File: config.mk
export PLATFORM = sky130hd
export DESIGN_NAME = countConnectedCore
export DESIGN_NICKNAME = d
export VERILOG_FILES = /design/src/countConnectedPkg.sv /design/src/delayLine.sv /design/src/firstBitAnalysis.sv /design/src/newSeedPipeline.sv /design/src/latticeClosure.sv /design/src/explorationPipeline.sv /design/src/countConnectedLoop.sv /design/src/countConnectedCore.sv
export VERILOG_INCLUDE_DIRS = /design/src
export SDC_FILE = /design/constraint.sdc
export NUM_CORES = 2
export LEC_CHECK = 0
export BUFFER_PORTS_ARGS = -buffer_cell sky130_fd_sc_hd__buf_2
export CORE_MARGIN = 2
export CORE_UTILIZATION = 42
export DETAILED_ROUTE_END_ITERATION = 10
export GPL_ROUTABILITY_DRIVEN = 0
export MAX_ROUTING_LAYER = met4
export PLACE_DENSITY = 0.56
export SLEW_MARGIN = 0
export SYNTH_ARGS = -nofsm -noshare
export SYNTH_HDL_FRONTEND = slang
export SYNTH_SLANG_ARGS = --single-unit
File: constraint.sdc
create_clock -name clk -period 2.75 [get_ports clk]
set_clock_uncertainty 0.05 [all_clocks]
set_input_delay 0.275 -clock clk [delete_from_list [all_inputs] [get_ports clk]]
set_output_delay 0.275 -clock clk [all_outputs]
set_load 0.005 [all_outputs]
File: src/countConnected_defs.svh
`ifndef COUNT_CONNECTED_DEFS_SVH
`define COUNT_CONNECTED_DEFS_SVH

// seed stage: input register, two analysis stages, one alignment stage
`define NEW_SEED_DEPTH 4

// one lattice closure, seven layers split over this many registers
`define CLOSURE_DEPTH 2

// extension result inside exploration, right after the down closure
`define DOWN_OFFSET (2 * `CLOSURE_DEPTH + 1)

// exploration input to leftover, run-end and grab flag
`define EXPLORATION_DEPTH 7

// registers around the loop, also the number of slots in flight
`define LOOP_STAGES 16

// return paths so every slot comes back after exactly LOOP_STAGES
`define LEFTOVER_RETURN_DEPTH (`LOOP_STAGES - 1 - `NEW_SEED_DEPTH - `EXPLORATION_DEPTH)
`define EXTEND_RETURN_DEPTH (`LOOP_STAGES - 1 - `DOWN_OFFSET)

// extra slack between the loop and the result consumer
`define OUTPUT_DEPTH 3

`endif

File: src/countConnectedPkg.sv
package countConnectedPkg;

    // one bit per corner of the 7-dimensional hypercube
    typedef logic [127:0] graph_t;

    // at most 35 incomparable components, so 6 bits never overflow
    typedef logic [5:0] count_t;

    // caller data, carried unchanged from start to done
    typedef logic [9:0] tag_t;

endpackage

File: src/delayLine.sv
`timescale 1ns/1ps

module delayLine #(
    parameter type payload_t = logic,
    parameter int CYCLES = 1
) (
    input  logic     clk,
    input  logic     rstN,
    input  payload_t d,
    output payload_t q
);

    payload_t stages [CYCLES];

    always_ff @(posedge clk or negedge rstN) begin
        if (!rstN) begin
            for (int i = 0; i < CYCLES; i++) begin
                stages[i] <= '0;
            end
        end else begin
            stages[0] <= d;
            for (int i = 1; i < CYCLES; i++) begin
                stages[i] <= stages[i - 1];
            end
        end
    end

    assign q = stages[CYCLES - 1];

endmodule

File: src/firstBitAnalysis.sv
`timescale 1ns/1ps

module firstBitAnalysis (
    input  logic                      clk,
    input  countConnectedPkg::graph_t graphIn,
    output logic [1:0]                hasBit64,
    output logic [31:0]               hasFirstBit4,
    output logic [7:0]                hasFirstBit16
);

    logic [31:0] hasBit4;
    logic [7:0]  hasBit16;
    logic [1:0]  hasBit64Mid;
    logic [31:0] firstBit4Mid;
    logic [7:0]  firstBit16Mid;

    // one-hot lowest set flag of a group of four
    function automatic logic [3:0] lowestOfFour(input logic [3:0] v);
        return v & (~v + 4'd1);
    endfunction

    // nibble and 16-bit block OR trees
    always_ff @(posedge clk) begin
        for (int i = 0; i < 32; i++) begin
            hasBit4[i] <= |graphIn[4 * i +: 4];
        end
        for (int i = 0; i < 8; i++) begin
            hasBit16[i] <= |graphIn[16 * i +: 16];
        end
    end

    // halves, plus first nibble per block and first block per half
    always_ff @(posedge clk) begin
        for (int i = 0; i < 2; i++) begin
            hasBit64Mid[i] <= |hasBit16[4 * i +: 4];
            firstBit16Mid[4 * i +: 4] <= lowestOfFour(hasBit16[4 * i +: 4]);
        end
        for (int i = 0; i < 8; i++) begin
            firstBit4Mid[4 * i +: 4] <= lowestOfFour(hasBit4[4 * i +: 4]);
        end
    end

    // alignment stage
    always_ff @(posedge clk) begin
        hasBit64 <= hasBit64Mid;
        hasFirstBit4 <= firstBit4Mid;
        hasFirstBit16 <= firstBit16Mid;
    end

endmodule

File: src/newSeedPipeline.sv
`timescale 1ns/1ps
`include "countConnected_defs.svh"

module newSeedPipeline (
    input  logic                      clk,
    input  countConnectedPkg::graph_t graphIn,
    input  countConnectedPkg::graph_t extendedIn,
    input  logic                      grabSeed,
    output logic                      incrementCount,
    output countConnectedPkg::graph_t extendingOut
);

    import countConnectedPkg::*;

    typedef struct packed {
        logic   grab;
        graph_t graph;
    } seedJob_t;

    seedJob_t    jobStart;
    seedJob_t    jobAligned;
    logic [1:0]  hasBit64;
    logic [31:0] hasFirstBit4;
    logic [7:0]  hasFirstBit16;
    graph_t      seed;

    always_ff @(posedge clk) begin
        jobStart.grab <= grabSeed;
        jobStart.graph <= graphIn;
    end

    firstBitAnalysis analysis (
        .clk,
        .graphIn(jobStart.graph),
        .hasBit64,
        .hasFirstBit4,
        .hasFirstBit16
    );

    // graph and grab flag wait for the analysis
    delayLine #(
        .payload_t(seedJob_t),
        .CYCLES(`NEW_SEED_DEPTH - 1)
    ) jobDelay (
        .clk,
        .rstN(1'b1),
        .d(jobStart),
        .q(jobAligned)
    );

    // lowest set bit, from nibble, block and half flags
    for (genvar b = 0; b < 128; b++) begin : gSeed
        localparam int NIBBLE = b / 4;
        localparam int BLOCK = b / 16;
        localparam logic [3:0] BELOW = 4'((1 << (b % 4)) - 1);

        logic firstInNibble;
        logic blockSelected;

        assign firstInNibble = jobAligned.graph[b]
            && ((jobAligned.graph[4 * NIBBLE +: 4] & BELOW) == 4'b0);
        // upper half only counts when the lower half is empty
        assign blockSelected = hasFirstBit16[BLOCK] && (b < 64 || !hasBit64[0]);
        assign seed[b] = firstInNibble && hasFirstBit4[NIBBLE] && blockSelected;
    end

    assign extendingOut = jobAligned.grab ? seed : extendedIn;

    // a new component only if something is left to seed from
    assign incrementCount = jobAligned.grab & (|hasBit64);

endmodule

File: src/latticeClosure.sv
`timescale 1ns/1ps
`include "countConnected_defs.svh"

module latticeClosure #(
    parameter bit UPWARD = 1'b1
) (
    input  logic                      clk,
    input  countConnectedPkg::graph_t d,
    output countConnectedPkg::graph_t q
);

    import countConnectedPkg::*;

    localparam int LAYERS = 7;
    localparam int PER_STAGE = (LAYERS + `CLOSURE_DEPTH - 1) / `CLOSURE_DEPTH;

    graph_t stageQ [1:`CLOSURE_DEPTH];

    // one layer per index bit, each node ORs in its neighbour across that bit
    function automatic graph_t closeLayers(input graph_t v, input int first, input int last);
        graph_t r;
        int     mate;
        r = v;
        for (int k = first; k < last && k < LAYERS; k++) begin
            for (int n = 0; n < 128; n++) begin
                mate = n ^ (1 << k);
                // upward nodes look below, downward nodes look above
                if (((n >> k) & 1) == int'(UPWARD)) begin
                    r[n] = r[n] | r[mate];
                end
            end
        end
        return r;
    endfunction

    always_ff @(posedge clk) begin
        stageQ[1] <= closeLayers(d, 0, PER_STAGE);
        for (int s = 2; s <= `CLOSURE_DEPTH; s++) begin
            stageQ[s] <= closeLayers(stageQ[s - 1], (s - 1) * PER_STAGE, s * PER_STAGE);
        end
    end

    assign q = stageQ[`CLOSURE_DEPTH];

endmodule

File: src/explorationPipeline.sv
`timescale 1ns/1ps
`include "countConnected_defs.svh"

module explorationPipeline (
    input  logic                      clk,
    input  countConnectedPkg::graph_t leftoverIn,
    input  countConnectedPkg::graph_t extendingIn,
    output countConnectedPkg::graph_t leftoverOut,
    output countConnectedPkg::graph_t extendedOut,
    output logic                      runEnd,
    output logic                      grabSeedOut
);

    import countConnectedPkg::*;

    localparam int UP_DONE = `CLOSURE_DEPTH;
    localparam int DOWN_DONE = 2 * `CLOSURE_DEPTH;

    graph_t      leftoverDly [1:`EXPLORATION_DEPTH];
    graph_t      midDly [UP_DONE + 1:`DOWN_OFFSET];
    graph_t      upClosed;
    graph_t      midPoint;
    graph_t      downClosed;
    graph_t      reducedDown;
    graph_t      reducedSum;
    graph_t      reducedExpl;
    logic [7:0]  nonEmptyPart;
    logic [15:0] sameAsMidPart;
    logic        reducedEmpty;
    logic        extensionFinished;

    latticeClosure #(.UPWARD(1'b1)) upClosure (
        .clk,
        .d(extendingIn),
        .q(upClosed)
    );

    // supersets that are still left over
    assign midPoint = upClosed & leftoverDly[UP_DONE];

    latticeClosure #(.UPWARD(1'b0)) downClosure (
        .clk,
        .d(midPoint),
        .q(downClosed)
    );

    always_ff @(posedge clk) begin
        leftoverDly[1] <= leftoverIn;
        for (int s = 2; s <= `EXPLORATION_DEPTH; s++) begin
            leftoverDly[s] <= leftoverDly[s - 1];
        end
        midDly[UP_DONE + 1] <= midPoint;
        for (int s = UP_DONE + 2; s <= `DOWN_OFFSET; s++) begin
            midDly[s] <= midDly[s - 1];
        end
    end

    // extension and reduced graph, ready at DOWN_OFFSET
    always_ff @(posedge clk) begin
        extendedOut <= downClosed & leftoverDly[DOWN_DONE];
        reducedDown <= leftoverDly[DOWN_DONE] & ~downClosed;
    end

    // partial summaries over 16-bit and 8-bit slices
    always_ff @(posedge clk) begin
        for (int i = 0; i < 8; i++) begin
            nonEmptyPart[i] <= |reducedDown[16 * i +: 16];
        end
        for (int i = 0; i < 16; i++) begin
            sameAsMidPart[i] <= extendedOut[8 * i +: 8] == midDly[`DOWN_OFFSET][8 * i +: 8];
        end
        reducedSum <= reducedDown;
    end

    assign reducedEmpty = ~|nonEmptyPart;
    // down closure added nothing, so the component is complete
    assign extensionFinished = &sameAsMidPart;

    // an empty remainder also ends the component
    always_ff @(posedge clk) begin
        runEnd <= reducedEmpty;
        grabSeedOut <= reducedEmpty | extensionFinished;
        reducedExpl <= reducedSum;
    end

    assign leftoverOut = grabSeedOut ? reducedExpl : leftoverDly[`EXPLORATION_DEPTH];

endmodule

File: src/countConnectedLoop.sv
`timescale 1ns/1ps
`include "countConnected_defs.svh"

module countConnectedLoop (
    input  logic                      clk,
    input  logic                      rstN,
    input  countConnectedPkg::graph_t graphIn,
    input  logic                      start,
    input  countConnectedPkg::tag_t   tagIn,
    input  logic                      runEndIn,
    input  countConnectedPkg::graph_t extendedIn,
    input  countConnectedPkg::graph_t leftoverIn,
    input  logic                      grabSeedIn,
    input  logic                      validIn,
    input  countConnectedPkg::count_t countIn,
    input  countConnectedPkg::tag_t   tagLoopIn,
    output logic                      runEndOut,
    output countConnectedPkg::graph_t extendedOut,
    output countConnectedPkg::graph_t leftoverOut,
    output logic                      grabSeedOut,
    output logic                      validOut,
    output countConnectedPkg::count_t countOut,
    output countConnectedPkg::tag_t   tagLoopOut
);

    import countConnectedPkg::*;

    typedef struct packed {
        logic   accept;
        logic   valid;
        count_t count;
    } seedSide_t;

    typedef struct packed {
        logic   valid;
        count_t count;
    } explSide_t;

    logic      accept;
    graph_t    leftoverWire;
    logic      incSeed;
    graph_t    extendingSeed;
    graph_t    extendingMid;
    graph_t    leftoverMid;
    graph_t    leftoverExpl;
    logic      runEndExpl;
    logic      grabExpl;
    count_t    countSeed;
    seedSide_t seedSideIn;
    seedSide_t seedSideQ;
    explSide_t explSideIn;
    explSide_t explSideQ;

    // a new graph only enters a free slot
    assign accept = start & runEndIn;
    assign leftoverWire = accept ? graphIn : leftoverIn;
    assign validOut = accept | (validIn & ~runEndIn);
    assign tagLoopOut = accept ? tagIn : tagLoopIn;

    newSeedPipeline seedStage (
        .clk,
        .graphIn(leftoverWire),
        .extendedIn,
        .grabSeed(grabSeedIn),
        .incrementCount(incSeed),
        .extendingOut(extendingSeed)
    );

    assign seedSideIn = '{accept: accept, valid: validOut, count: countIn};

    delayLine #(.payload_t(seedSide_t), .CYCLES(`NEW_SEED_DEPTH)) seedSideDelay (
        .clk,
        .rstN,
        .d(seedSideIn),
        .q(seedSideQ)
    );

    assign countSeed = (seedSideQ.accept ? count_t'(0) : seedSideQ.count) + count_t'(incSeed);

    delayLine #(.payload_t(graph_t), .CYCLES(1)) extendingReg (
        .clk,
        .rstN,
        .d(extendingSeed),
        .q(extendingMid)
    );

    delayLine #(.payload_t(graph_t), .CYCLES(`NEW_SEED_DEPTH + 1)) leftoverDelay (
        .clk,
        .rstN,
        .d(leftoverWire),
        .q(leftoverMid)
    );

    explorationPipeline explore (
        .clk,
        .leftoverIn(leftoverMid),
        .extendingIn(extendingMid),
        .leftoverOut(leftoverExpl),
        .extendedOut,
        .runEnd(runEndExpl),
        .grabSeedOut(grabExpl)
    );

    assign explSideIn = '{valid: seedSideQ.valid, count: countSeed};

    delayLine #(.payload_t(explSide_t), .CYCLES(`EXPLORATION_DEPTH + 1)) explSideDelay (
        .clk,
        .rstN,
        .d(explSideIn),
        .q(explSideQ)
    );

    // an idle slot always returns empty and free
    assign runEndOut = runEndExpl | ~explSideQ.valid;
    assign grabSeedOut = grabExpl | ~explSideQ.valid;
    assign leftoverOut = explSideQ.valid ? leftoverExpl : '0;
    assign countOut = explSideQ.count;

endmodule

File: src/countConnectedCore.sv
`timescale 1ns/1ps
`include "countConnected_defs.svh"

module countConnectedCore (
    input  logic                      clk,
    input  logic                      rstN,
    output logic                      request,
    input  countConnectedPkg::graph_t graphIn,
    input  logic                      start,
    input  countConnectedPkg::tag_t   tagIn,
    output logic                      done,
    output countConnectedPkg::count_t count,
    output countConnectedPkg::tag_t   tagOut
);

    import countConnectedPkg::*;

    // flags stored inverted, so a cleared slot is free and ready to seed
    typedef struct packed {
        graph_t leftover;
        logic   busy;
        logic   extending;
        count_t count;
    } slotState_t;

    typedef struct packed {
        logic valid;
        tag_t tag;
    } slotOwner_t;

    typedef struct packed {
        logic   done;
        count_t count;
        tag_t   tag;
    } result_t;

    logic       runEndIn;
    graph_t     extendedIn;
    graph_t     leftoverIn;
    logic       grabSeedIn;
    logic       validIn;
    count_t     countIn;
    tag_t       tagLoopIn;
    logic       runEndOut;
    graph_t     extendedOut;
    graph_t     leftoverOut;
    logic       grabSeedOut;
    logic       validOut;
    count_t     countOut;
    tag_t       tagLoopOut;
    slotState_t stateOut;
    slotState_t stateIn;
    slotOwner_t ownerOut;
    slotOwner_t ownerIn;
    result_t    resultIn;
    result_t    resultOut;

    countConnectedLoop loop (
        .clk, .rstN, .graphIn, .start, .tagIn,
        .runEndIn, .extendedIn, .leftoverIn, .grabSeedIn, .validIn, .countIn, .tagLoopIn,
        .runEndOut, .extendedOut, .leftoverOut, .grabSeedOut, .validOut, .countOut, .tagLoopOut
    );

    // extension comes back in time for the next seed decision
    delayLine #(.payload_t(graph_t), .CYCLES(`EXTEND_RETURN_DEPTH)) extendReturn (
        .clk, .rstN, .d(extendedOut), .q(extendedIn)
    );

    assign stateOut = '{leftover: leftoverOut, busy: ~runEndOut,
                        extending: ~grabSeedOut, count: countOut};

    delayLine #(.payload_t(slotState_t), .CYCLES(`LEFTOVER_RETURN_DEPTH)) stateReturn (
        .clk, .rstN, .d(stateOut), .q(stateIn)
    );

    assign leftoverIn = stateIn.leftover;
    assign runEndIn = ~stateIn.busy;
    assign grabSeedIn = ~stateIn.extending;
    assign countIn = stateIn.count;

    assign ownerOut = '{valid: validOut, tag: tagLoopOut};

    delayLine #(.payload_t(slotOwner_t), .CYCLES(`LOOP_STAGES)) ownerReturn (
        .clk, .rstN, .d(ownerOut), .q(ownerIn)
    );

    assign validIn = ownerIn.valid;
    assign tagLoopIn = ownerIn.tag;

    assign request = runEndIn;

    // a valid slot arriving with its run ended carries the final count
    assign resultIn = '{done: runEndIn & validIn, count: countIn, tag: tagLoopIn};

    delayLine #(.payload_t(result_t), .CYCLES(`OUTPUT_DEPTH)) resultDelay (
        .clk, .rstN, .d(resultIn), .q(resultOut)
    );

    assign done = resultOut.done;
    assign count = resultOut.count;
    assign tagOut = resultOut.tag;

endmodule

==> results_dict.tcl <==
set metrics [dict create \
    drv_slew 0 \
    core_area_um2 346000 \
    yosysTopAreaCell "dfrtp_1" \
    crit_path_end_kind "register" \
    synth-edff-count 0 \
    synth_cells 7984 \
    io_buffers 158 \
    fillers 27900 \
    cts_buffer_depth 4 \
    clock.fmax_mhz 451 \
    ys_warn_count 0 \
    clkPwrFrac_pct 42.3 \
    power.internal_mw 140 \
    grt_usage_pct 18.4 \
    p_sw_mw 40.3 \
    cp_max_fo 46 \
    p_comb_share_pct 3.3 \
    synth_top_area_share_pct 49.4 \
    dpl_cell_area_um2 154000 \
    ys_top_cells_by_area "dfrtp_1 49%, dfxtp_1 41%, nor2b_1 1.2%, mux2_2 1.1%, and2_1 0.96%" \
    die_h_um 593 \
    syn_area_per_cell_um2 18.3 \
    antenna_found_initial 60 \
    timing.final.ws_setup_ps 532 \
    r2r-start "loop.seedStage.jobDelay.q[128]" \
    slowest_stage "nor3b_1" \
    dp_cells 12800 \
    grt_pass1_wl_um 453000 \
    ir_drop_mv 0.663 \
    grt-ovfl-total 0 \
    hold_viol_final 0 \
    drc 0 \
    ys_top_cells_by_count "2961 x dfxtp_1, 2877 x dfrtp_1, 275 x nor2b_1" \
    grt_max_degree 108 \
    rrSetupSlack_ps 530 \
    status "finished, final reports clean" \
    htree_levels 6 \
    final_core_util_pct 50.6 \
    finalSetupViolCount 0 \
    worst-path-buf-inv 1 \
    drt-initial-drc-count 4631 \
    layoutNonFillerInstCount 14100 \
    tightest_slew_ps 1030 \
    postCtsHoldBufs 248 \
    min_period_ps 2220 \
    power.share.switching_pct 22.3 \
    cp_data_arrival_time_ps 3080 \
    design_area_um2 175000 \
    synthToLayoutAreaGrowth_pct 20.0 \
    critPathLaunchType "register" \
    die-area_um2 352000 \
    cts_made_buffers 552 \
    fin_nets 9151 \
    viasPerCell 4.42 \
    ys.flop_type "dfxtp_1" \
    period_share_pct 80.7 \
    reg2reg_depth 4 \
    crit_family "simple AND/OR/NAND/NOR gates" \
    p_per_area_nw_per_um2 1030 \
    yosysMostFrequentCell "dfxtp_1" \
    critPathMaxStageDelay_ps 600 \
    pre_cts_slack_ps 502 \
    num_rows 216 \
    first_pass_iters 5 \
    p_leak_nw 79.2 \
    path_cells "buf_12, nand3b_1, nor3b_1, a32o_1" \
    drv_cap 0 \
    rsz0062_at_grt "false" \
    synth_cell_types 40 \
    place_hpwl_um 215000 \
    timing.rr.end "loop.extendingReg.q[67]" \
    post_cts_resized 0 \
    io_pins 159 \
    via_count 62300 \
    cts_setup_buffers 0 \
    syn_nets 8127 \
    seq_area_frac_synth_pct 90.0 \
    drtAntennaViolNets 0 \
    async_reset_ff_share_pct 49.3 \
    synth_seq_cells 5838 \
    die_w_um 593 \
    min_path_type "in -> reg" \
    cp.depth 4 \
    cts-root-buf "clkbuf_16" \
    insertion_delay_ps 1030 \
    clk_pin_slew_ps 60 \
    drive_gt1_share_pct 15.5 \
    start_util_pct 42.2 \
    cp-endpoint "loop.extendingReg.q[67]" \
    syn-cell-area_um2 146000 \
    slew_headroom_pct 31.0 \
    grt_pass1_vias 66200 \
    worstSetupPathType "reg -> reg" \
    seq_power_share_pct 54.4 \
    routedWlPerCell_um 22.0 \
    required_ps 3610 \
    cts_tree "done" \
    crit_start "loop.seedStage.jobDelay.q[128]" \
    drt-total-wl_um 310000 \
    tns_ps 0 \
    clock-sinks 5838 \
]
==> area by class of cell <==
type,count,area [µm²],area share [%]
antenna,29,72.6,0.0415
clock buffer,816,16200,9.26
clock inverter,206,2650,1.51
inverter,122,465,0.266
multi-input combinational,1946,13700,7.82
sequential,5838,131000,75.0
tap,4578,5730,3.27
timing repair buffer,548,4950,2.83
==> tightest hold or removal path, stage by stage <==
cell           delay, ps
dlygate4sd3_1        530
buf_2                100
mux2_2               160
==> per-layer routing <==
metal	routed length [µm]	up-vias	GRT usage [%]
met4	11000	0	6.21
met3	15700	604	3.21
li1	-	28000	-
met2	139000	1530	27.1
met1	144000	32200	25.9
met5	0	-	-
==> flip-flops by register name, summed over array words and instances (netlist names), 136 cells and up <==
register                         flops
loop.explore.upClosure.stageQ      256
stateReturn.stages                 408
loop.leftoverDelay.stages          512
loop.explore.midDly                384
extendReturn.stages               1152
ownerReturn.stages                 165
loop.explore.leftoverDly           896
loop.explore.downClosure.stageQ    247
stateReturn.q                      136
loop.seedStage.jobDelay.stages     258
==> power groups by stage <==
stage / clock network [mW] / registers (mW) / logic, mW
finish: 76.4 / 98.3 / 5.88
global route: 81.8 / 98.8 / 6.44
CTS: 78.1 / 98.3 / 6.00
detailed placement: 0 / 99.8 / 5.66
global placement: 0 / 99.8 / 5.56
floorplan: 0 / 96.7 / 2.86
==> worst min-delay path by stage <==
stage	start	end	slack (ps)	cells after the start
finish	graphIn[8]	loop.leftoverDelay.stages[520]	70	3
floorplan	rstN	extendReturn.q[0]	-70	0
detailed placement	rstN	resultDelay.q[7]	250	1
CTS	graphIn[92]	loop.seedStage.jobStart[92]	0.08	3
global route	graphIn[73]	loop.seedStage.jobStart[73]	-3	3
global placement	rstN	resultDelay.q[7]	230	1
==> kinds of logic after synthesis <==
logic type | synth area share [%]
buffers and inverters | 0.583
DFF | 90.0
adders and majority gates | 0.0172
muxes | 1.94
and+or+nand+nor | 5.70
AOI/OAI and AO/OA | 0.940
xor gates and xnor gates | 0.787
==> per-stage QoR <==
| step | power (mW) | hold slack, ps |
|---|---|---|
| after floorplan | 99.5 | -70.6 |
| after global placement | 105 | 233 |
| after detailed placement | 106 | 250 |
| after CTS | 182 | 0.0809 |
| after global routing | 187 | -3.09 |
| final | 181 | 65.6 |
==> placed cells by master (no fill, tap or decap), drive strengths merged, types with 4 or more instances in the layout <==
cell type    instances
nand2              120
o2bb2ai             24
o32ai                4
or2                129
nor4               109
bufinv              31
inv                153
and3                 8
or4b                10
clkinv             136
clkinvlp             8
a32o                44
nand3               12
a22o                46
and2               224
diode               29
dlygate4sd3        247
nand2b              67
mux2i              128
nand3b               4
nor2                76
or4                 49
mux2               138
xnor2              129
buf                301
nand4               88
dfrtp             2877
nor4b               12
dfxtp             2961
o21ai               19
nor3b               34
or3                142
a22oi               24
clkbuf             816
nor2b              275
nor3                26
Power figures use the tool's default switching activity.
